`src/source/tgfx_cfg.svh`:
```
// Shared depths, download indexes and signature words; include in RTL and testbench
`ifndef TGFX_CFG_SVH
`define TGFX_CFG_SVH

// ==========================================================================
// Backup RAM image
// ==========================================================================
`define TGFX_BK_SECTORS 16            // 512-byte sectors per save image

// Default save header written by the format command
`define TGFX_BK_HDR0 16'h5548
`define TGFX_BK_HDR1 16'h4D42
`define TGFX_BK_HDR2 16'h8800
`define TGFX_BK_HDR3 16'h8010

// ==========================================================================
// Download indexes and Populous signature
// ==========================================================================
`define TGFX_CODE_INDEX 8'hFF         // Cheat file
`define TGFX_SGX_INDEX  5'd2          // Low index bits of a SuperGrafx image

`define TGFX_POP_BASE0 24'h1F20       // Signature window, unheadered image
`define TGFX_POP_BASE1 24'h2120       // Signature window, headered image
`define TGFX_POP_W0    16'h4F50       // Offset 6
`define TGFX_POP_W1    16'h5550       // Offset 8
`define TGFX_POP_W2    16'h4F4C       // Offset 10
`define TGFX_POP_W3    16'h5355       // Offset 12

`endif

```
`src/source/tgfx_pkg.sv`:
```
// Shared vector types, bundles and FSM state of the host glue; import where a type is used
package tgfx_pkg;

	typedef logic [23:0] rom_addr_t;   // ROM byte address
	typedef logic [15:0] rom_word_t;   // Download and ROM data word
	typedef logic [10:0] bram_addr_t;  // Core backup RAM byte address
	typedef logic [7:0]  bram_byte_t;
	typedef logic [31:0] sd_lba_t;

	// Download port from the host
	typedef struct packed {
		logic        download;
		logic [7:0]  index;
		logic        wr;
		logic [24:0] addr;
		rom_word_t   data;
	} ioctl_t;

	// Write request to both ROM memories
	typedef struct packed {
		logic      req;                // Toggles once per word
		rom_addr_t addr;
		rom_word_t data;
	} rom_wr_t;

	typedef struct packed {
		logic        strobe;           // One cycle, code complete
		logic [31:0] flags;
		logic [31:0] addr;
		logic [31:0] compare;
		logic [31:0] replace;
	} gg_code_t;

	// Backup RAM menu levels
	typedef struct packed {
		logic load;
		logic save;
		logic autosave;
		logic format;
		logic osd_open;
		logic swap;                    // ROM byte bit reversal
	} bk_ctrl_t;

	typedef struct packed {
		sd_lba_t lba;
		logic    rd;
		logic    wr;
	} sd_req_t;

	typedef enum logic {
		BK_IDLE,
		BK_XFER
	} bk_state_e;

endpackage

```
`src/source/cheat_loader.sv`:
```
// Cheat file decoder; collects eight words into one strobed code for the core
`include "tgfx_cfg.svh"

module cheat_loader import tgfx_pkg::*; (
	input  logic     clk_sys,
	input  logic     rst,
	input  ioctl_t   ioctl,
	output gg_code_t gg_code
);

	logic        code_wr;
	logic        strobe_q;
	logic [31:0] flags_q;
	logic [31:0] addr_q;
	logic [31:0] cmp_q;
	logic [31:0] rep_q;

	assign code_wr = ioctl.download && ioctl.wr && (ioctl.index == `TGFX_CODE_INDEX);

	always_ff @(posedge clk_sys) begin
		if (rst)
			strobe_q <= 1'b0;
		else
			strobe_q <= code_wr && (ioctl.addr[3:0] == 4'd14);  // Last word of a code
	end

	// Low half first for every field
	always_ff @(posedge clk_sys) begin
		if (code_wr) begin
			case (ioctl.addr[3:0])
				4'd0:    flags_q[15:0]  <= ioctl.data;
				4'd2:    flags_q[31:16] <= ioctl.data;
				4'd4:    addr_q[15:0]   <= ioctl.data;
				4'd6:    addr_q[31:16]  <= ioctl.data;
				4'd8:    cmp_q[15:0]    <= ioctl.data;
				4'd10:   cmp_q[31:16]   <= ioctl.data;
				4'd12:   rep_q[15:0]    <= ioctl.data;
				4'd14:   rep_q[31:16]   <= ioctl.data;
				default: ;
			endcase
		end
	end

	assign gg_code = '{strobe: strobe_q, flags: flags_q, addr: addr_q,
		compare: cmp_q, replace: rep_q};

endmodule

```
`config.mk`:
```
export PLATFORM = sky130hd
export DESIGN_NAME = cheat_loader
export DESIGN_NICKNAME = d
export VERILOG_FILES = /design/src/source/tgfx_pkg.sv /design/src/source/cheat_loader.sv
export VERILOG_INCLUDE_DIRS = /design/src /design/src/source
export SDC_FILE = /design/constraint.sdc
export NUM_CORES = 1
export LEC_CHECK = 0
export BUFFER_PORTS_ARGS = -buffer_cell sky130_fd_sc_hd__buf_2
export CAP_MARGIN = 20
export CORE_ASPECT_RATIO = 0.7
export CORE_UTILIZATION = 49
export DETAILED_ROUTE_END_ITERATION = 12
export GPL_ROUTABILITY_DRIVEN = 0
export PLACE_DENSITY = 0.88
export SETUP_SLACK_MARGIN = 0.1
export SYNTH_ARGS = -nofsm -noshare
export SYNTH_HDL_FRONTEND = slang
export SYNTH_SLANG_ARGS = --single-unit
```
`constraint.sdc`:
```
create_clock -name clk_sys -period 5.8 [get_ports clk_sys]
set_input_delay 1.16 -clock clk_sys [delete_from_list [all_inputs] [get_ports clk_sys]]
set_output_delay 1.16 -clock clk_sys [all_outputs]
set_load 0.05 [all_outputs]
```
# After elaboration in Yosys (flattened, before gate mapping)
# Cells that the tools add are included.
[totals] regBits=129 inputBits=53 out_inout_bits=129 wordCells=29
[classes] eq_ne=8 reduce_logical=12
[op_table] cell="$eq 4x4->1 const B" count=4
[op_table] cell="$reduce_and 2->1" count=8
[op_table] cell="$eq 4x3->1 const B" count=2
[op_table] cell="$eq 8x8->1 const B" count=1
[op_table] cell="$eq 4x2->1 const B" count=1
[op_table] cell="$logic_not 4->1" count=1
[op_table] cell="$logic_and 1x1->1" count=3

# Depth between registers and ports, before layout
[depth] word_depth=3 ltp_mapped=3 ltp_nobuf=3

# Worst setup path before layout
# No wires, ideal clock.
[synth_path] path_kind="input to register" startpoint="input ioctl[47] (netlist name)" endpoint="register flags_q[16], enable pin" setup_time_ns=0.430 arrival_ns=3.152 t_required_ns=5.370 path_slack_ns=2.217 path_stages=3 path_buffers=0 path_cell_list="and4_4 nand4b_1 nor4_1"
[synth_via] elab_chain_cells=3
[synth_lines] item="start, declared" line_no="cheat_loader.sv:7" rtl="input ioctl_t ioctl,"
[synth_lines] item="$eq 8x8->1 (no line)"
[synth_lines] item="$logic_and 1x1->1" line_no="cheat_loader.sv:18" rtl="assign code_wr = ioctl.download && ioctl.wr && (ioctl.index == `TGFX_CODE_INDEX);"
[synth_lines] item="$reduce_and 2->1 (no line)"
[synth_lines] item="end signal, assigned" line_no="cheat_loader.sv:32" rtl="4'd2: flags_q[31:16] <= ioctl.data;"
[synth_lines] item="end, declared" line_no="cheat_loader.sv:13" rtl="logic [31:0] flags_q;"
# No other way between the ends.
# A chain may end at the register's enable or synchronous reset.

# Final worst setup path
[layout_path] startpoint="input ioctl[47] (netlist name)" endpoint="register flags_q[9], enable pin"
# The elaborated chain is that of the path after synthesis.

==> qor.yml <==
run_status:
  status: "complete, no violations"
sta:
  relSlewSlack_pct: 28.8
  setup_tns_ns: 0
  hold_viol_final: 0
  fin_crit_sh_pct: 45.3
  rsz0062_at_grt: "no"
  tightest_slew_ns: 1.07
  drv_slew: 0
  setup_violations: 0
  clock.fmax_ghz: 0.380
  layout_min_cycle_time_ns: 2.63
drt:
  viasPerCell: 4.84
  ant_nets: 0
  wire_per_inst_um: 18.5
  wirelength_um: 8230
  drtPass1Iterations: 5
  vias: 2149
  drcViolationCount: 0
  drt_iter0_markers: 52
layout:
  seq_area_mm2: 0.00386
  fillers: 505
  fin_util_pct: 71.1
  final_cells: 444
  drive_above_1_share_pct: 58.3
  multi_input_area_um2: 175
  synthToLayoutAreaGrowth_pct: 39.9
  diodes: 0
  num-nets-final: 384
die:
  rows: 27
  die_y_um: 77.7
  die_area_mm2: 0.00857
  die_x_um: 110
  core_area_mm2: 0.00791
  num_io_pins: 182
  start_util_pct: 50.8
clock_network:
  cts_hold_buffers: 0
  cts-htree-levels: 4
  ctsResizeCount: 0
  cts_buffers: 17
  root_buffer: "clkbuf_16"
  clkTransAtPathRegs_ns: 0.05
  cts_buffer_depth: 2
  post_cts_buffers: 0
  clock-sinks: 129
  cts_tree: "yes"
power_and_ir_drop:
  p_clk_share_pct: 51.4
  pwr-share-seq_pct: 47.4
  p_leak_nw: 2.13
  p_per_area_mw_per_mm2: 385
  p_switching_w: 0.000374
  ir_worst_vdd_mv: 0.229
  internal_power_w: 0.00179
  p_sw_share_pct: 17.3
  combPwrFrac_pct: 1.2
grt:
  antenna_found_initial: 0
  grt_pass1_vias: 2099
  grt.total_usage_pct: 20.5
  grt_overflow_total: 0
  grt_max_degree: 17
  grt_pass1_wl_um: 11800
critical_path:
  slowest_delay_ns: 0.91
  path_delay_family: "simple AND/OR/NAND/NOR gates"
  critPathCaptureType: "register"
  cp_cell_sequence: "buf_2, and4_4, nand4b_1, nor2_2"
  cp_slowest_cell: "nor2_2"
  criticalPathCategory: "in -> reg"
  crit_fanout: 16
  cp-start-kind: "input pin"
  worstPathArrival_ns: 2.64
  cp.required_ns: 5.81
  cp_num_buf_inv: 1
synthesis:
  ys_ff_latch: 129
  ys.warnings.count: 0
  synth.distinct_cells: 15
  synthCells: 150
  yosysSeqAreaShare_pct: 96.2
  syn_area_per_cell_um2: 26.8
  syn_nets: 203
  syn_area_mm2: 0.00402
job:
  drv_cap: 0
placed_design:
  placed_cells: 412
  port_buffers: 160
  dp_hpwl_um: 5340
worst_hold_path:
  hold_class: "in -> reg"
cell usage in the layout, fill, tap and decap left out:
master      netlist  layout
nand3b_1          1       1
nand4_4           1       1
nor4_4            0       1
nand4b_1          2       2
dfxtp_1           1       1
bufinv_16         0       5
nand4_1           1       1
clkbuf_1          0       2
buf_4             1       2
clkbuf_16         0      17
nand2b_1          1       1
and4_1            1       1
nor2_1            7       1
nand2_1           1       1
clkinvlp_4        0       2
clkinv_2          0       1
edfxtp_1        128     128
nor4_2            2       2
buf_2             0     160
clkinv_4          0       1
and4_4            1       1
nor2_2            0       6
nand3_1           1       1
clkinv_1          0       3
buf_8             0       1
through the flow:
stage | power [W] | instance area, um^2 | setup WS, ns | hold slack [ns]
2_1_floorplan | 0.00105 | 4020 | 2.22 | 1.23
3_3_place_gp | 0.00107 | 4980 | 2.78 | 1.34
3_5_place_dp | 0.00107 | 4980 | 2.70 | 1.34
4_1_cts | 0.00217 | 5600 | 3.13 | 0.922
5_1_grt | 0.00221 | 5620 | 3.07 | 0.920
6_report | 0.00216 | 5620 | 3.17 | 0.939
cell families after synthesis:
logic type / synth area share (%)
simple gates: 3.61
flops: 96.2
buf+inv: 0.187
final cells by class:
cell class | count | share of cell area [%]
clock inverter | 12 | 3.38
clock buffer | 19 | 7.70
multi-input combinational | 20 | 3.12
tap | 101 | 2.25
sequential | 129 | 68.8
timing repair buffer | 163 | 14.8
state kept, by name, indices dropped and copies added (netlist names):
signal    flops
rep_q        32
flags_q      32
cmp_q        32
strobe_q      1
addr_q       32
routing by layer:
metal / vias up / track usage [%] / part of all wire, % / wire [um]
met1: 1062 / 25.8 / 43 / 3510
met5: - / 0 / 0 / 0
met4: 0 / 7.63 / 0.67 / 55
li1: 975 / - / - / -
met2: 106 / 31.6 / 49 / 4020
met3: 6 / 8.91 / 7.8 / 645
power by group through the flow:
stage	Combinational, W	Sequential (W)	Clock [W]
floorplan	0.00000236	0.00104	0
global placement	0.0000241	0.00104	0
detailed placement	0.0000261	0.00104	0
CTS	0.0000260	0.00102	0.00112
global route	0.0000291	0.00102	0.00116
finish	0.0000259	0.00102	0.00111
cells in the mapped netlist (all sizes together):
cell	count	area [um^2]
nand3b	1	7.51
buf	1	7.51
edfxtp	128	3840
nand3	1	5.00
nand2	1	3.75
nor4	3	31.3
nand4	2	27.5
nor2	7	26.3
dfxtp	1	20.0
and4	2	20.0
nand2b	1	6.26
nand4b	2	17.5
final timing paths:
kind,slack (ns),end,start,depth (start not counted)
worst max-delay path,3.17,flags_q[9],ioctl[47],4
worst min-delay path,0.94,strobe_q,rst,2
Note: power is estimated with default switching activity, not from simulation.
