### config.mk
export PLATFORM = sky130hd
export DESIGN_NAME = backup_sync
export DESIGN_NICKNAME = d
export VERILOG_FILES = /design/src/source/tgfx_pkg.sv /design/src/source/backup_sync.sv
export VERILOG_INCLUDE_DIRS = /design/src /design/src/source
export SDC_FILE = /design/constraint.sdc
export NUM_CORES = 1
export LEC_CHECK = 0
export ABC_CLOCK_PERIOD_IN_PS = 4200
export BUFFER_PORTS_ARGS = -buffer_cell sky130_fd_sc_hd__buf_4
export CAP_MARGIN = 20
export CORE_MARGIN = 5
export CORE_UTILIZATION = 40
export CTS_CLUSTER_SIZE = 30
export DETAILED_ROUTE_END_ITERATION = 12
export PLACE_DENSITY = 0.7
export SLEW_MARGIN = 20
export SYNTH_ARGS = -nofsm -noshare
export SYNTH_HDL_FRONTEND = slang
export SYNTH_SLANG_ARGS = --single-unit
### constraint.sdc
create_clock -name clk_sys -period 4.2 [get_ports clk_sys]
set_input_delay 0.42 -clock clk_sys [delete_from_list [all_inputs] [get_ports clk_sys]]
set_output_delay 0.42 -clock clk_sys [all_outputs]
set_load 0.005 [all_outputs]
### src/source/tgfx_cfg.svh
// Shared depths, download indexes and signature words; include in RTL and testbench
`ifndef TGFX_CFG_SVH
`define TGFX_CFG_SVH

// ==========================================================================
// Backup RAM image
// ==========================================================================
`define TGFX_BK_SECTORS 16            // 512-byte sectors per save image

// Default save header written by the format command
`define TGFX_BK_HDR0 16'h5548
`define TGFX_BK_HDR1 16'h4D42
`define TGFX_BK_HDR2 16'h8800
`define TGFX_BK_HDR3 16'h8010

// ==========================================================================
// Download indexes and Populous signature
// ==========================================================================
`define TGFX_CODE_INDEX 8'hFF         // Cheat file
`define TGFX_SGX_INDEX  5'd2          // Low index bits of a SuperGrafx image

`define TGFX_POP_BASE0 24'h1F20       // Signature window, unheadered image
`define TGFX_POP_BASE1 24'h2120       // Signature window, headered image
`define TGFX_POP_W0    16'h4F50       // Offset 6
`define TGFX_POP_W1    16'h5550       // Offset 8
`define TGFX_POP_W2    16'h4F4C       // Offset 10
`define TGFX_POP_W3    16'h5355       // Offset 12

`endif

### src/source/tgfx_pkg.sv
// Shared vector types, bundles and FSM state of the host glue; import where a type is used
package tgfx_pkg;

	typedef logic [23:0] rom_addr_t;   // ROM byte address
	typedef logic [15:0] rom_word_t;   // Download and ROM data word
	typedef logic [10:0] bram_addr_t;  // Core backup RAM byte address
	typedef logic [7:0]  bram_byte_t;
	typedef logic [31:0] sd_lba_t;

	// Download port from the host
	typedef struct packed {
		logic        download;
		logic [7:0]  index;
		logic        wr;
		logic [24:0] addr;
		rom_word_t   data;
	} ioctl_t;

	// Write request to both ROM memories
	typedef struct packed {
		logic      req;                // Toggles once per word
		rom_addr_t addr;
		rom_word_t data;
	} rom_wr_t;

	typedef struct packed {
		logic        strobe;           // One cycle, code complete
		logic [31:0] flags;
		logic [31:0] addr;
		logic [31:0] compare;
		logic [31:0] replace;
	} gg_code_t;

	// Backup RAM menu levels
	typedef struct packed {
		logic load;
		logic save;
		logic autosave;
		logic format;
		logic osd_open;
		logic swap;                    // ROM byte bit reversal
	} bk_ctrl_t;

	typedef struct packed {
		sd_lba_t lba;
		logic    rd;
		logic    wr;
	} sd_req_t;

	typedef enum logic {
		BK_IDLE,
		BK_XFER
	} bk_state_e;

endpackage

### src/source/backup_sync.sv
// Save and load sequencer; moves backup RAM to and from the SD image, with autosave and LED
`include "tgfx_cfg.svh"

module backup_sync import tgfx_pkg::*; (
	input  logic        clk_sys,
	input  logic        rst,
	input  bk_ctrl_t    ctrl,
	input  logic        cart_download,
	input  logic        img_mounted,
	input  logic        img_readonly,
	input  logic [63:0] img_size,
	input  logic        bram_wr,
	input  logic        sd_ack,
	output sd_req_t     sd_req,
	output logic        busy,
	output logic        core_hold,
	output logic        led
);

	localparam sd_lba_t LAST_LBA = sd_lba_t'(`TGFX_BK_SECTORS - 1);

	bk_state_e state;
	sd_lba_t   lba_q;
	logic      rd_q;
	logic      wr_q;
	logic      ena;
	logic      pending;           // Core wrote since the last transfer
	logic      loading;
	logic      old_load;
	logic      old_save;
	logic      old_ack;
	logic      old_dl;
	logic      save_req;
	logic      start;

	assign save_req = ctrl.save || (pending && ctrl.osd_open && ctrl.autosave);
	assign start    = ena && ((ctrl.load && !old_load) || (save_req && !old_save));

	// ==========================================================================
	// Enable and pending flags
	// ==========================================================================
	always_ff @(posedge clk_sys) begin
		if (rst) begin
			ena     <= 1'b0;
			pending <= 1'b0;
		end else begin
			if (cart_download && !old_dl)
				ena <= 1'b0;
			if (cart_download && img_mounted && !img_readonly)
				ena <= 1'b1;              // Save image arrives with the cartridge
			if (ena && !ctrl.osd_open && bram_wr)
				pending <= 1'b1;
			else if (busy)
				pending <= 1'b0;
		end
	end

	// ==========================================================================
	// Sector walk
	// ==========================================================================
	always_ff @(posedge clk_sys) begin
		if (rst) begin
			state    <= BK_IDLE;
			lba_q    <= '0;
			rd_q     <= 1'b0;
			wr_q     <= 1'b0;
			loading  <= 1'b0;
			old_load <= 1'b0;
			old_save <= 1'b0;
			old_ack  <= 1'b0;
			old_dl   <= 1'b0;
		end else begin
			old_load <= ctrl.load;
			old_save <= save_req;
			old_ack  <= sd_ack;
			old_dl   <= cart_download;
			if (sd_ack && !old_ack) begin
				rd_q <= 1'b0;
				wr_q <= 1'b0;
			end
			case (state)
				BK_IDLE: begin
					if (start) begin
						state   <= BK_XFER;
						loading <= ctrl.load;
						lba_q   <= '0;
						rd_q    <= ctrl.load;
						wr_q    <= !ctrl.load;
					end
					if (old_dl && !cart_download && |img_size && ena) begin
						state   <= BK_XFER;   // Load after every download
						loading <= 1'b1;
						lba_q   <= '0;
						rd_q    <= 1'b1;
						wr_q    <= 1'b0;
					end
				end
				BK_XFER: begin
					if (old_ack && !sd_ack) begin
						if (lba_q == LAST_LBA) begin
							state   <= BK_IDLE;
							loading <= 1'b0;
						end else begin
							lba_q <= lba_q + 32'd1;
							rd_q  <= loading;
							wr_q  <= !loading;
						end
					end
				end
				default: state <= BK_IDLE;
			endcase
		end
	end

	assign sd_req    = '{lba: lba_q, rd: rd_q, wr: wr_q};
	assign busy      = (state == BK_XFER);
	assign core_hold = loading;
	assign led       = cart_download || busy || (ctrl.autosave && pending);

	a_rd_wr_excl: assert property (@(posedge clk_sys) disable iff (rst)
		!(sd_req.rd && sd_req.wr));

endmodule

**Word level (Yosys, flattened, before mapping)**

Index checks and enable logic that the tools add are counted.

- Add/sub/neg operators: 1
- Equality and inequality tests: 5
- Mux-type cells: 31
- Bitwise gates (word level): 1
- Reduce and logical (&&, ||, !) cells: 35

Operator list:

| cell | number |
|---|---|
| $mux W32 | 4 |
| $pmux W32 S2 | 1 |
| $reduce_or A64 Y1 | 1 |
| $add A32 B1 Y32 const B | 1 |
| $eq A32 B4 Y1 const B | 1 |
| $mux W1 | 22 |
| $logic_and A1 B1 Y1 | 16 |
| $logic_not A1 Y1 | 10 |
| $pmux W1 S2 | 4 |
| $reduce_and A3 Y1 | 2 |
| $logic_or A1 B1 Y1 | 4 |
| $ne A2 B1 Y1 const B | 2 |
| $reduce_bool A2 Y1 | 2 |
| $ne A3 B3 Y1 const B | 1 |
| $ne A2 B2 Y1 const B | 1 |
| $not A1 Y1 | 1 |

- Register bits: 42
- Input port bits: 77
- Word-level logic and storage cells: 84

**Depth between registers and ports, before layout**

- Depth in word-level cells: 9
- Mapped depth: 8

**Worst setup path after synthesis**

OpenSTA, ideal clock, no wires.

- Path type: reg2reg
- From: reg lba_q[0]
- To: reg lba_q[2]
- Setup time: 122 ps
- Arrival: 1,871 ps
- Data required time: 4,078 ps
- Path slack: 2,207 ps
- Cell stages (with the launch flop): 8
- Clock period less this slack: 1,993 ps
- Cell sequence: dfxtp_1 -> ha_1 -> and3_1 -> nand4_1 -> o21ai_2 -> nor2_1 -> clkbuf_1 -> a311o_1

- Word-level cells in the longest chain between the ends: 4
- Elaborated cells between the ends (all ways): 7

RTL lines:

| item | RTL line | source |
|---|---|---|
| from (decl) | backup_sync.sv:23 | `sd_lba_t lba_q;` |
| from (signal assigned) | backup_sync.sv:104 | `lba_q <= lba_q + 32'd1;` |
| $add A32 B1 Y32 | backup_sync.sv:104 |  |
| $mux W32 | backup_sync.sv:100 | `if (lba_q == LAST_LBA) begin` |
| $mux W32 | backup_sync.sv:99 | `if (old_ack && !sd_ack) begin` |
| $pmux W32 S2 | backup_sync.sv:81 | `case (state)` |

Parallel ways exist; a longest one is shown, timed or not. The select of a mux whose other input is x is not followed.
A chain may end at the register's enable or synchronous reset.

**Final worst setup path**

Ends and elaborated chain as after synthesis.

==> summary.md <==
| Metric | Value |
|---|---|
| Core area | 0.00628 mm^2 |
| Netlist Area Pre-Place | 0.00255 mm^2 |
| Initial DRC Count | 146 |
| Post-DRT Antenna Nets | 0 |
| Ys Warns | 0 |
| Reg-to-Reg Start | lba_q[0] |
| Sequential Power Share | 50.4% |
| GRT Total Usage | 21.1% |
| Sw Ratio | 25.8% |
| WHS Endpoint | old_ack |
| Die width | 89.8 um |
| Top Ports | 114 |
| Area delta synth->final | 35.6% |
| Hold depth | 2 |
| # setup viols final | 0 |
| Worst r2r path cells | 6 |
| DP Wirelength | 6600 um |
| Sequential-to-total area share from yosys stat | 33.0% |
| CTS tree | yes |
| Final #Nets | 497 |
| Area leader, netlist | dfxtp_1 |
| CP required | 4400 ps |
| Gpl congestion | 0.894 |
| # diodes | 0 |
| Critical path class | reg -> reg |
| Largest net degree at the start of global routing | 37 |
| Worst-Margin Slew | 942 ps |
| Period utilization | 65.9% |
| Ys async rst share | 0% |
| Skew-Pair Late Insertion Delay | 310 ps |
| EDFF count, synth | 0 |
| Period minus WS final | 2770 ps |
| Clk pwr share | 35.5% |
| Clk root buf | clkbuf_8 |
| Reg2reg end | lba_q[2] |
| Slew Limit Headroom | 37.0% |
| TNS Setup | 0 ps |
| Syn avg cell area | 8.03 um^2 |
| Min-Delay Path Class | in -> reg |
| Ys flop type | dfxtp_1 |
| Initial antenna violation count | 0 |
| Mapped Cells | 317 |
| Critical Path AT | 2970 ps |
| Sequential cell area | 841 um^2 |
| TritonCTS buffer count | 5 |
| Post-layout power | 0.803 mW |
| FF+latch count, synth | 42 |
| Setup Skew | 8.89 ps |
| Hold_buf cts | 0 |
| Vias | 3,050 |
| Mapped Nets | 395 |
| # fillers | 618 |
| Hold path start | sd_ack |
| Longest Clk Path Bufs | 2 |
| DRT Pass-1 Iters | 5 |
| Commonest non-fill, non-tap cell in the layout | buf_4 |
| Die Ht | 89.8 um |
| Hold Fails Final Rpt | 0 |
| Via density | 6.14 |
| Internal cell power | 0.596 mW |
| Startpoint Class | register |
| Initial Util | 40.6% |
| Cells along the critical path | ha_1, and3_1, nand4_1, o21ai_2, nor2_1, a311o_1 |
| Leak pwr | 1.31 nW |
| Net Switching | 0.207 mW |
| Slew Viols, Final | 0 |
| Setup slack on the worst flop-to-flop path | 1430 ps |
| Max Cap Viol | 0 |
| Reg clk slew, reported paths | 90 ps |
| Max frequency | 361 MHz |
| Vias in the first global route | 3,042 |
| Largest stage delay on the critical path | 670 ps |
| Main area contributors after synthesis | dfxtp_1 (33%), nor4_1 (6.1%), o21ai_0 (4.7%), nand2_1 (4.1%), a21oi_1 (3.7%) |
| Cell Rows | 29 |
| Die area | 0.00806 mm^2 |
| Crit path max-delay cell type | o21ai_2 |
| Worst path bufs/invs | 0 |
| Layout cells sized above 1 | 32.4% |
| H-Tree Depth | 2 |
| Grt ovf | 0 |
| # clock sinks | 42 |
| Routed len/inst | 17.8 um |
| Most frequent cells in the layout | buf_4 (113), dfxtp_1 (42), nand2_1 (28) |
| Yosys top cell area share | 33.0% |
| Run status | finished, final reports clean |
| Port-buffer cells | 111 |
| Global-route wire length before repair | 14,400 um |
| Critical Path End Type | register |
| Power Density | 233 mW/mm^2 |
| Yosys cell types | 58 |
| Area of the multi-input gates | 0.00154 mm^2 |
| Power share of the combinational group | 14.1% |
| DRC Markers | 0 |
| Final core occ | 55.0% |
| CP delay by family, top | compound AO/OA/AOI/OAI gates |
| Worst vdd ir | 0.000138 V |
| Worst hold margin | 346 ps |
| # Post-CTS Setup Buffers | 0 |
| RSZ-0062 raised after global routing | no |
| Resized Gates After CTS | 0 |
| Worst-path fanout max | 16 |
| Drt total wl | 8830 um |
[layout make-up]
type                            count  area share, %
Multi-Input combinational cell    248           44.6
Timing Repair Buffer              113           24.6
Sequential cell                    42           24.3
Tap cell                           77           2.79
Clock buffer                        6           2.39
Inverter                            9          0.978
Clock inverter                      2          0.362
[cell usage after synthesis, types with 5 or more instances]
cell type / number
inv_1: 9
a311oi_1: 7
nand3_1: 16
a21oi_1: 19
dfxtp_1: 42
o21a_1: 9
o41ai_1: 5
clkbuf_1: 5
nand2_1: 28
nor2_1: 16
nand4_1: 14
o21ai_0: 24
a31oi_1: 12
nor4_1: 25
and3_1: 6
[kinds of logic after synthesis]
logic type,Yosys count,synth area share [%]
AOI/OAI and AO/OA,105,27.9
adders and majority gates,1,0.491
buffers and inverters,27,6.54
DFF,42,33.0
muxes,3,1.28
and+or+nand+nor,139,30.8
[power by group through the flow]
stage / clock network [mW] / logic (mW) / registers, mW
floorplan: 0 / 0.0478 / 0.414
global placement: 0 / 0.111 / 0.414
detailed placement: 0 / 0.113 / 0.414
CTS: 0.289 / 0.113 / 0.405
global route: 0.305 / 0.123 / 0.406
finish: 0.285 / 0.113 / 0.405
[metal layers]
metal,vias up,track usage [%],share of wire [%]
met5,-,0,0
met4,0,8.82,2.6
met3,22,6.68,9.2
met2,161,35.4,49
met1,1416,24.7,39
li1,1451,-,-
[sequential cells by signal (all words and copies together), names as in the netlist]
register   count
old_ack        1
pending        1
old_load       1
busy           1
ena            1
old_save       1
rd_q           1
wr_q           1
core_hold      1
lba_q         32
old_dl         1
[stage by stage]
step           instance area, um^2  std cells  worst slack (ps)
2_1_floorplan                 2550        317              2210
3_3_place_gp                  3360        489              1530
3_5_place_dp                  3360        489              1500
4_1_cts                       3450        497              1440
5_1_grt                       3450        497              1260
6_report                      3450        497              1430
[worst max-delay path by stage]
| stage | start | end | slack, ps | cells after the start |
|---|---|---|---|---|
| final | lba_q[0] | lba_q[2] | 1430 | 6 |
| after detailed placement | lba_q[0] | lba_q[2] | 1500 | 6 |
| after global placement | lba_q[0] | lba_q[2] | 1530 | 6 |
| after global routing | lba_q[0] | lba_q[2] | 1260 | 6 |
| after floorplan | lba_q[0] | lba_q[2] | 2210 | 7 |
| after CTS | lba_q[0] | lba_q[2] | 1440 | 6 |
Note: power is estimated with default switching activity, not from simulation.
