## src/source/tgfx_cfg.svh

```systemverilog
// Shared depths, download indexes and signature words; include in RTL and testbench
`ifndef TGFX_CFG_SVH
`define TGFX_CFG_SVH

// ==========================================================================
// Backup RAM image
// ==========================================================================
`define TGFX_BK_SECTORS 16            // 512-byte sectors per save image

// Default save header written by the format command
`define TGFX_BK_HDR0 16'h5548
`define TGFX_BK_HDR1 16'h4D42
`define TGFX_BK_HDR2 16'h8800
`define TGFX_BK_HDR3 16'h8010

// ==========================================================================
// Download indexes and Populous signature
// ==========================================================================
`define TGFX_CODE_INDEX 8'hFF         // Cheat file
`define TGFX_SGX_INDEX  5'd2          // Low index bits of a SuperGrafx image

`define TGFX_POP_BASE0 24'h1F20       // Signature window, unheadered image
`define TGFX_POP_BASE1 24'h2120       // Signature window, headered image
`define TGFX_POP_W0    16'h4F50       // Offset 6
`define TGFX_POP_W1    16'h5550       // Offset 8
`define TGFX_POP_W2    16'h4F4C       // Offset 10
`define TGFX_POP_W3    16'h5355       // Offset 12

`endif

```

## src/source/tgfx_pkg.sv

```systemverilog
// Shared vector types, bundles and FSM state of the host glue; import where a type is used
package tgfx_pkg;

	typedef logic [23:0] rom_addr_t;   // ROM byte address
	typedef logic [15:0] rom_word_t;   // Download and ROM data word
	typedef logic [10:0] bram_addr_t;  // Core backup RAM byte address
	typedef logic [7:0]  bram_byte_t;
	typedef logic [31:0] sd_lba_t;

	// Download port from the host
	typedef struct packed {
		logic        download;
		logic [7:0]  index;
		logic        wr;
		logic [24:0] addr;
		rom_word_t   data;
	} ioctl_t;

	// Write request to both ROM memories
	typedef struct packed {
		logic      req;                // Toggles once per word
		rom_addr_t addr;
		rom_word_t data;
	} rom_wr_t;

	typedef struct packed {
		logic        strobe;           // One cycle, code complete
		logic [31:0] flags;
		logic [31:0] addr;
		logic [31:0] compare;
		logic [31:0] replace;
	} gg_code_t;

	// Backup RAM menu levels
	typedef struct packed {
		logic load;
		logic save;
		logic autosave;
		logic format;
		logic osd_open;
		logic swap;                    // ROM byte bit reversal
	} bk_ctrl_t;

	typedef struct packed {
		sd_lba_t lba;
		logic    rd;
		logic    wr;
	} sd_req_t;

	typedef enum logic {
		BK_IDLE,
		BK_XFER
	} bk_state_e;

endpackage

```

## src/source/rom_loader.sv

```systemverilog
// Cartridge download sequencer; feeds words to both ROM memories and flags SGX and Populous
`include "tgfx_cfg.svh"

module rom_loader import tgfx_pkg::*; (
	input  logic      clk_sys,
	input  logic      rst,
	input  ioctl_t    ioctl,
	input  logic      swap,
	input  logic      dd_wrack,
	input  logic      sd_wrack,
	output logic      ioctl_wait,
	output rom_wr_t   rom_wr,
	output logic      cart_download,
	output logic      sgx,
	output logic[1:0] rom_pop
);

	localparam rom_addr_t POP_BASE0 = `TGFX_POP_BASE0;
	localparam rom_addr_t POP_BASE1 = `TGFX_POP_BASE1;

	logic      old_dl;
	logic      req_q;
	rom_addr_t addr_q;
	rom_word_t data_q;
	rom_word_t wr_data;
	logic      dl_rise;
	logic      accept;
	logic      done;
	logic      in_window;
	logic      sig_bad;

	assign cart_download = ioctl.download && (ioctl.index != `TGFX_CODE_INDEX);
	assign dl_rise       = cart_download && !old_dl;
	assign accept        = ioctl.wr && cart_download;
	assign done          = (req_q == dd_wrack) && (req_q == sd_wrack);

	// Reverse bit order inside each byte
	always_comb begin
		wr_data = ioctl.data;
		if (swap) begin
			for (int i = 0; i < 8; i++) begin
				wr_data[i]     = ioctl.data[7 - i];
				wr_data[8 + i] = ioctl.data[15 - i];
			end
		end
	end

	assign in_window = (addr_q[23:4] == POP_BASE0[23:4]) || (addr_q[23:4] == POP_BASE1[23:4]);

	always_comb begin
		case (addr_q[3:0])
			4'd6:    sig_bad = (wr_data != `TGFX_POP_W0);
			4'd8:    sig_bad = (wr_data != `TGFX_POP_W1);
			4'd10:   sig_bad = (wr_data != `TGFX_POP_W2);
			4'd12:   sig_bad = (wr_data != `TGFX_POP_W3);
			default: sig_bad = 1'b0;
		endcase
	end

	// ==========================================================================
	// Write handshake
	// ==========================================================================
	always_ff @(posedge clk_sys) begin
		if (rst) begin
			old_dl     <= 1'b0;
			ioctl_wait <= 1'b0;
			req_q      <= 1'b0;
			addr_q     <= '0;
			sgx        <= 1'b0;
			rom_pop    <= 2'b00;
		end else begin
			old_dl <= cart_download;
			if (dl_rise) begin
				addr_q  <= '0;
				rom_pop <= 2'b11;
				sgx     <= (ioctl.index[4:0] == `TGFX_SGX_INDEX);
			end else if (accept) begin
				ioctl_wait <= 1'b1;
				req_q      <= ~req_q;
				if (in_window && sig_bad)
					rom_pop[addr_q[13]] <= 1'b0;  // Bit 13 tells the windows apart
			end else if (ioctl_wait && done) begin
				ioctl_wait <= 1'b0;           // Both memories took the word
				addr_q     <= addr_q + 24'd2;
			end
		end
	end

	always_ff @(posedge clk_sys) begin
		if (accept)
			data_q <= wr_data;
	end

	assign rom_wr = '{req: req_q, addr: addr_q, data: data_q};

	// Host must hold its next word until the memories have answered
	a_no_wr_in_wait: assert property (@(posedge clk_sys) disable iff (rst)
		ioctl_wait |-> !ioctl.wr);

endmodule

```

## config.mk

```make
export PLATFORM = sky130hd
export DESIGN_NAME = rom_loader
export DESIGN_NICKNAME = d
export VERILOG_FILES = /design/src/source/tgfx_pkg.sv /design/src/source/rom_loader.sv
export VERILOG_INCLUDE_DIRS = /design/src /design/src/source
export SDC_FILE = /design/constraint.sdc
export NUM_CORES = 1
export LEC_CHECK = 0
export BUFFER_PORTS_ARGS = -buffer_cell sky130_fd_sc_hd__buf_4
export CORE_MARGIN = 10
export CORE_UTILIZATION = 48
export DETAILED_ROUTE_END_ITERATION = 16
export PLACE_DENSITY = 0.81
export SYNTH_ARGS = -nofsm -noshare
export SYNTH_HDL_FRONTEND = slang
export SYNTH_SLANG_ARGS = --single-unit
```

## constraint.sdc

```tcl
create_clock -name clk_sys -period 2.4 [get_ports clk_sys]
set_clock_uncertainty 0.2 [all_clocks]
set_input_delay 0.12 -clock clk_sys [delete_from_list [all_inputs] [get_ports clk_sys]]
set_output_delay 0.12 -clock clk_sys [all_outputs]
set_load 0.01 [all_outputs]
```

# ---- Word level (Yosys, flattened, before mapping)
# Cells that the tools add are included.
# Widths: inputs -> output; s select.
dict set report word_totals {
  register_bits 46
  output_inout_bits 46
  elab_cells 55
}
dict set report classes {
  eq_ne 14
  bitwise 5
  muxes 9
  order_cmp 2
  addsub 1
  n_reduce_logical 17
}
# cell count
set op_table {}
lappend op_table {{$ne 16x15->1 const B} 4}
lappend op_table {{$add 24x2->24 const B} 1}
lappend op_table {{$eq 20x10->1 const B} 1}
lappend op_table {{$eq 20x9->1 const B} 1}
lappend op_table {{$mux 16} 1}
lappend op_table {{$eq 4x4->1 const B} 3}
lappend op_table {{$ne 8x8->1 const B} 1}
lappend op_table {{$reduce_and 2->1} 4}
lappend op_table {{$logic_and 1x1->1} 7}
lappend op_table {{$mux 2} 3}
lappend op_table {{$reduce_bool 2->1} 3}
lappend op_table {{$eq 5x2->1 const B} 1}
lappend op_table {{$eq 4x3->1 const B} 1}
lappend op_table {{$pmux 1 s4} 1}
lappend op_table {{$mux 1} 3}
lappend op_table {{$not 1->1} 3}
lappend op_table {{$and 2x2->2} 1}
lappend op_table {{$eq 1x1->1} 2}
lappend op_table {{$lt 1x2->1 const B} 1}
lappend op_table {{$not 2->2} 1}
lappend op_table {{$reduce_or 2->1} 1}
lappend op_table {{$demux 1 s1} 1}
lappend op_table {{$ge 1x1->1 const B} 1}
lappend op_table {{$logic_not 1->1} 1}
lappend op_table {{$logic_or 1x1->1} 1}

# ---- Logic depth before layout (Yosys ltp)
dict set report depth {
  word_depth 9
  depth_mapped 7
  ltp_nobuf 7
}

# ---- Worst setup path after synthesis
# No wires, ideal clock.
dict set report synth_path {
  path_type {reg-to-reg}
  start {reg addr_q[1]}
  end {reg rom_pop[0]}
  slack_ps 97
  stages_incl_launch_ff 8
  required_time_ps 2141
  arrival_time_ps 2043
  path_cell_list {dfxtp_1 inv_1 ha_1 or3b_2 nor3_1 o21ai_1 a2111oi_2 o31a_1}
}
dict set report synth_via {
  elab_chain_len 5
  word_cells_on_any_way 8
}
# element line_no
set synth_lines {}
lappend synth_lines {{from (decl)} rom_loader.sv:23} ;# rom_addr_t addr_q;
lappend synth_lines {{from (signal assigned)} rom_loader.sv:84} ;# addr_q <= addr_q + 24'd2;
lappend synth_lines {{$eq 4x4->1 or $eq 4x3->1 (tied branches)} rom_loader.sv:51} ;# case (addr_q[3:0])
lappend synth_lines {{$pmux 1 s4 (*)} rom_loader.sv:51}
lappend synth_lines {{$logic_and 1x1->1 (*)} rom_loader.sv:80} ;# if (in_window && sig_bad)
lappend synth_lines {{$reduce_bool 2->1 (no source line) (*)} -}
lappend synth_lines {{$reduce_and 2->1 (no source line) (*)} -}
lappend synth_lines {{to (signal assigned)} rom_loader.sv:70} ;# rom_pop <= 2'b00;
lappend synth_lines {{to (signal assigned)} rom_loader.sv:75} ;# rom_pop <= 2'b11;
lappend synth_lines {{to (signal, indexed assignment)} rom_loader.sv:81} ;# rom_pop[addr_q[13]] <= 1'b0;
lappend synth_lines {{to (decl)} rom_loader.sv:15} ;# output logic[1:0] rom_pop
# Mark *: on every way between the ends. The rest lies on a longest branch, timed or not.
# A chain may end at the register's enable or synchronous reset.

# ---- Worst setup path in the final report
dict set report layout_path {
  start {reg addr_q[2]}
  end {reg rom_pop[0]}
}
# Same word-level chain as after synthesis.

==> impl_results.md <==
- Run status: complete, no violations
- Synth Flop Type: dfxtp_1
- Synth top area share: 23.6%
- Lkg Pwr: between 1 and 1.5 nW
- CP Launch Type: flip-flop
- Cell count after synthesis: 259
- Setup Viol. Count Final: 0
- Top area cells in the synthesized netlist: dfxtp_1 (24%), edfxtp_1 (20%), xnor2_1 (4.3%), mux2_2 (4.1%), nand4_1 (3.8%)
- Die W: 91.6 µm
- Rows: 26
- Syn nets: about 320
- Global route overflow: 0
- Num ports: 102
- Peak supply drop: 0.221 mV
- Synth Cell Area: 2460 µm²
- Max FO, Critical Path: 7
- Layout cells sized above 1: 30.3%
- Seq/Total Area, Yosys: between 40% and 50%
- Initial antenna violation count: 0
- Final TNS setup: 0 ns
- First-pass GRT wire length: about 12 mm
- Synth Area in Compound Gates: a little over a tenth
- Worst slew pin tran: 0.500 ns
- Longest Clk Path Bufs: 2
- Fillcell total: 410
- Final Hold Fails: 0
- Post-DP Area: 3090 µm²
- Yosys reg bits: 45
- Root buf cell: clkbuf_8
- CTS tree: built
- Max Cap Viol: 0
- Crit share post-route: 91.6%
- Nets: 422
- Hold Path Origin: ioctl[3]
- Routed len/inst: 16.9 µm
- Mux contribution to synthesized area: about 6.6%
- Die Footprint: 8400 µm²
- Port Buffer Count: 75
- Final wirelength: between 7 and 8 mm
- Vias/cell: 5.51
- Ys Warns: 0
- Reg2reg start: addr_q[2]
- Setup Fix Bufs, Post-CTS: 0
- Post-route minimum period: 2.20 ns
- Hold Path Stages: 3
- DRC Markers: 0
- Async SR Flop Fraction: 0%
- CTS clk-pin slew, worst paths: 0.08 ns
- Pin count of the biggest net entering global routing: 24
- Initial cell density of the core: 48.8%
- Post-synth top cells: dfxtp_1 (29), nor2_1 (22), edfxtp_1 (16)
- Gpl congestion: approximately 0.80
- Die Y: 91.6 µm
- Routed vias: 2387
- Setup slack, reg-to-reg: 0.20 ns
- Diode count: 0
- Number of global-route vias before repair: 2423
- Crit Path Category: reg2reg
- Clk sinks: 45
- Relative slew slack: 66.2%
- FMAX: 455 MHz
- Number of CTS-inserted buffers: 5
- Post-synth cell types: 48
- Pwr/cell area: 441 nW/µm²
- Hpwl dp: 5.00 mm
- Syn Area/Cell: 9.51 µm²
- 1st-iter DRT viols: 97
- Routed Antenna Nets: 0
- Largest family of logic cells by synthesized area: simple AND/OR/NAND/NOR gates
- Worst Setup SP: addr_q[2]
- Arr. time, crit path: 2.24 ns
- XOR/XNOR Fraction of Synth Area: under 10%
- Core Area: 5040 µm²
- Kind of end point of the critical path: flip-flop
- All-Layer GR Usage: between 10% and 20%
- Hold Path Class: in2reg
- Synth Area in Adders: 2.03%
- H-tree depth: 2
- Non-Filler Cell Area, Final: approximately 3500 µm²
- Synthesis-to-finish area growth: 40.7%
- Max-slew violation count: 0
- Worst skew pair latency: 0.30 ns
- Worst EP required: 2.44 ns
- Cell with the most instances after synthesis: dfxtp_1
- Simple-gate share of the synthesized area: 26.1%
- EDFF count, synth: 16
- 1st-pass router iterations: 4
- RSZ-0062 raised after global routing: no
- Cell taking the most area after synthesis: dfxtp_1
- Worst-case reg-to-reg path depth: 7
logic make-up after synthesis:
logic type	Yosys count
mux	15
other cells	1
simple gates	112
buf+inv	23
compound gates	40
fa+ha+maj	4
xor+xnor	19
flops	45
routing by layer:
metal	vias to the layer above	GRT usage, %	share of wire, %
met5	-	0	0
met4	0	2.87	0.64
met3	6	4.48	7.4
met2	91	30.7	52
met1	1139	19.6	40
li1	1151	-	-
cell usage in the layout (no fill, tap or decap), drive strengths merged, types with 9 or more instances in the layout:
cell type,n
a21oi,13
inv,11
nand2,15
dlygate4sd3,27
o21ai,14
nor2,22
nand4,15
buf,81
mux2,9
edfxtp,16
xnor2,12
dfxtp,29
power by group:
group,total [mW],internal (mW),switching [mW]
Clock,0.460,0.202,0.258
Combinational,0.239,0.131,0.108
Sequential,0.828,0.818,0.0101
Total,1.53,1.15,0.375
through the flow:
stage	setup WS (ns)	hold WS [ns]	instances	total power, mW	utilization (%)
after floorplan	0.0974	-0.0109	259	0.938	-
after global placement	0.137	0.132	398	1.03	61.3
after detailed placement	0.0708	0.139	398	1.04	61.3
after CTS	0.0360	0.00129	433	1.53	68.3
after global routing	0.0262	0.0334	433	1.59	68.7
final	0.202	0.0161	433	1.53	68.7
sequential cells by signal, indices dropped and copies added, names as in the netlist:
register	count
addr_q	23
data_q	16
ioctl_wait	1
old_dl	1
req_q	1
rom_pop	2
sgx	1
repair_timing:
| action | CTS | global route |
|---|---|---|
| resized for setup | 0 | 3 |
| endpoints found under the setup margin | 0 | 2 |
| hold endpoints to repair | 19 | 0 |
| hold buffers | 27 | 0 |
cell type report:
cell class	count	area, µm²	area share, %
clock inverters	2	10.0	0.289
flip-flops and latches	45	1060	30.7
well taps	70	87.6	2.53
multi-input cells	191	1310	37.9
repair buffers	108	878	25.4
clock buffers	6	72.6	2.10
inverters	11	41.3	1.19
path summary, 6_finish.rpt:
| check | to |
|---|---|
| max | rom_pop[0] |
| min | data_q[3] |
| max reg2reg | rom_pop[0] |
| min reg2reg | addr_q[23] |
worst max-delay path, stage by stage, from the launching register on:
cell	delay [ns]
dfxtp_1	0.36
inv_1	0.07
ha_1	0.25
o311ai_0	0.51
xor2_1	0.18
o21ai_0	0.15
a2111oi_4	0.25
o31a_1	0.17
Note: power is estimated with default switching activity, not from simulation.
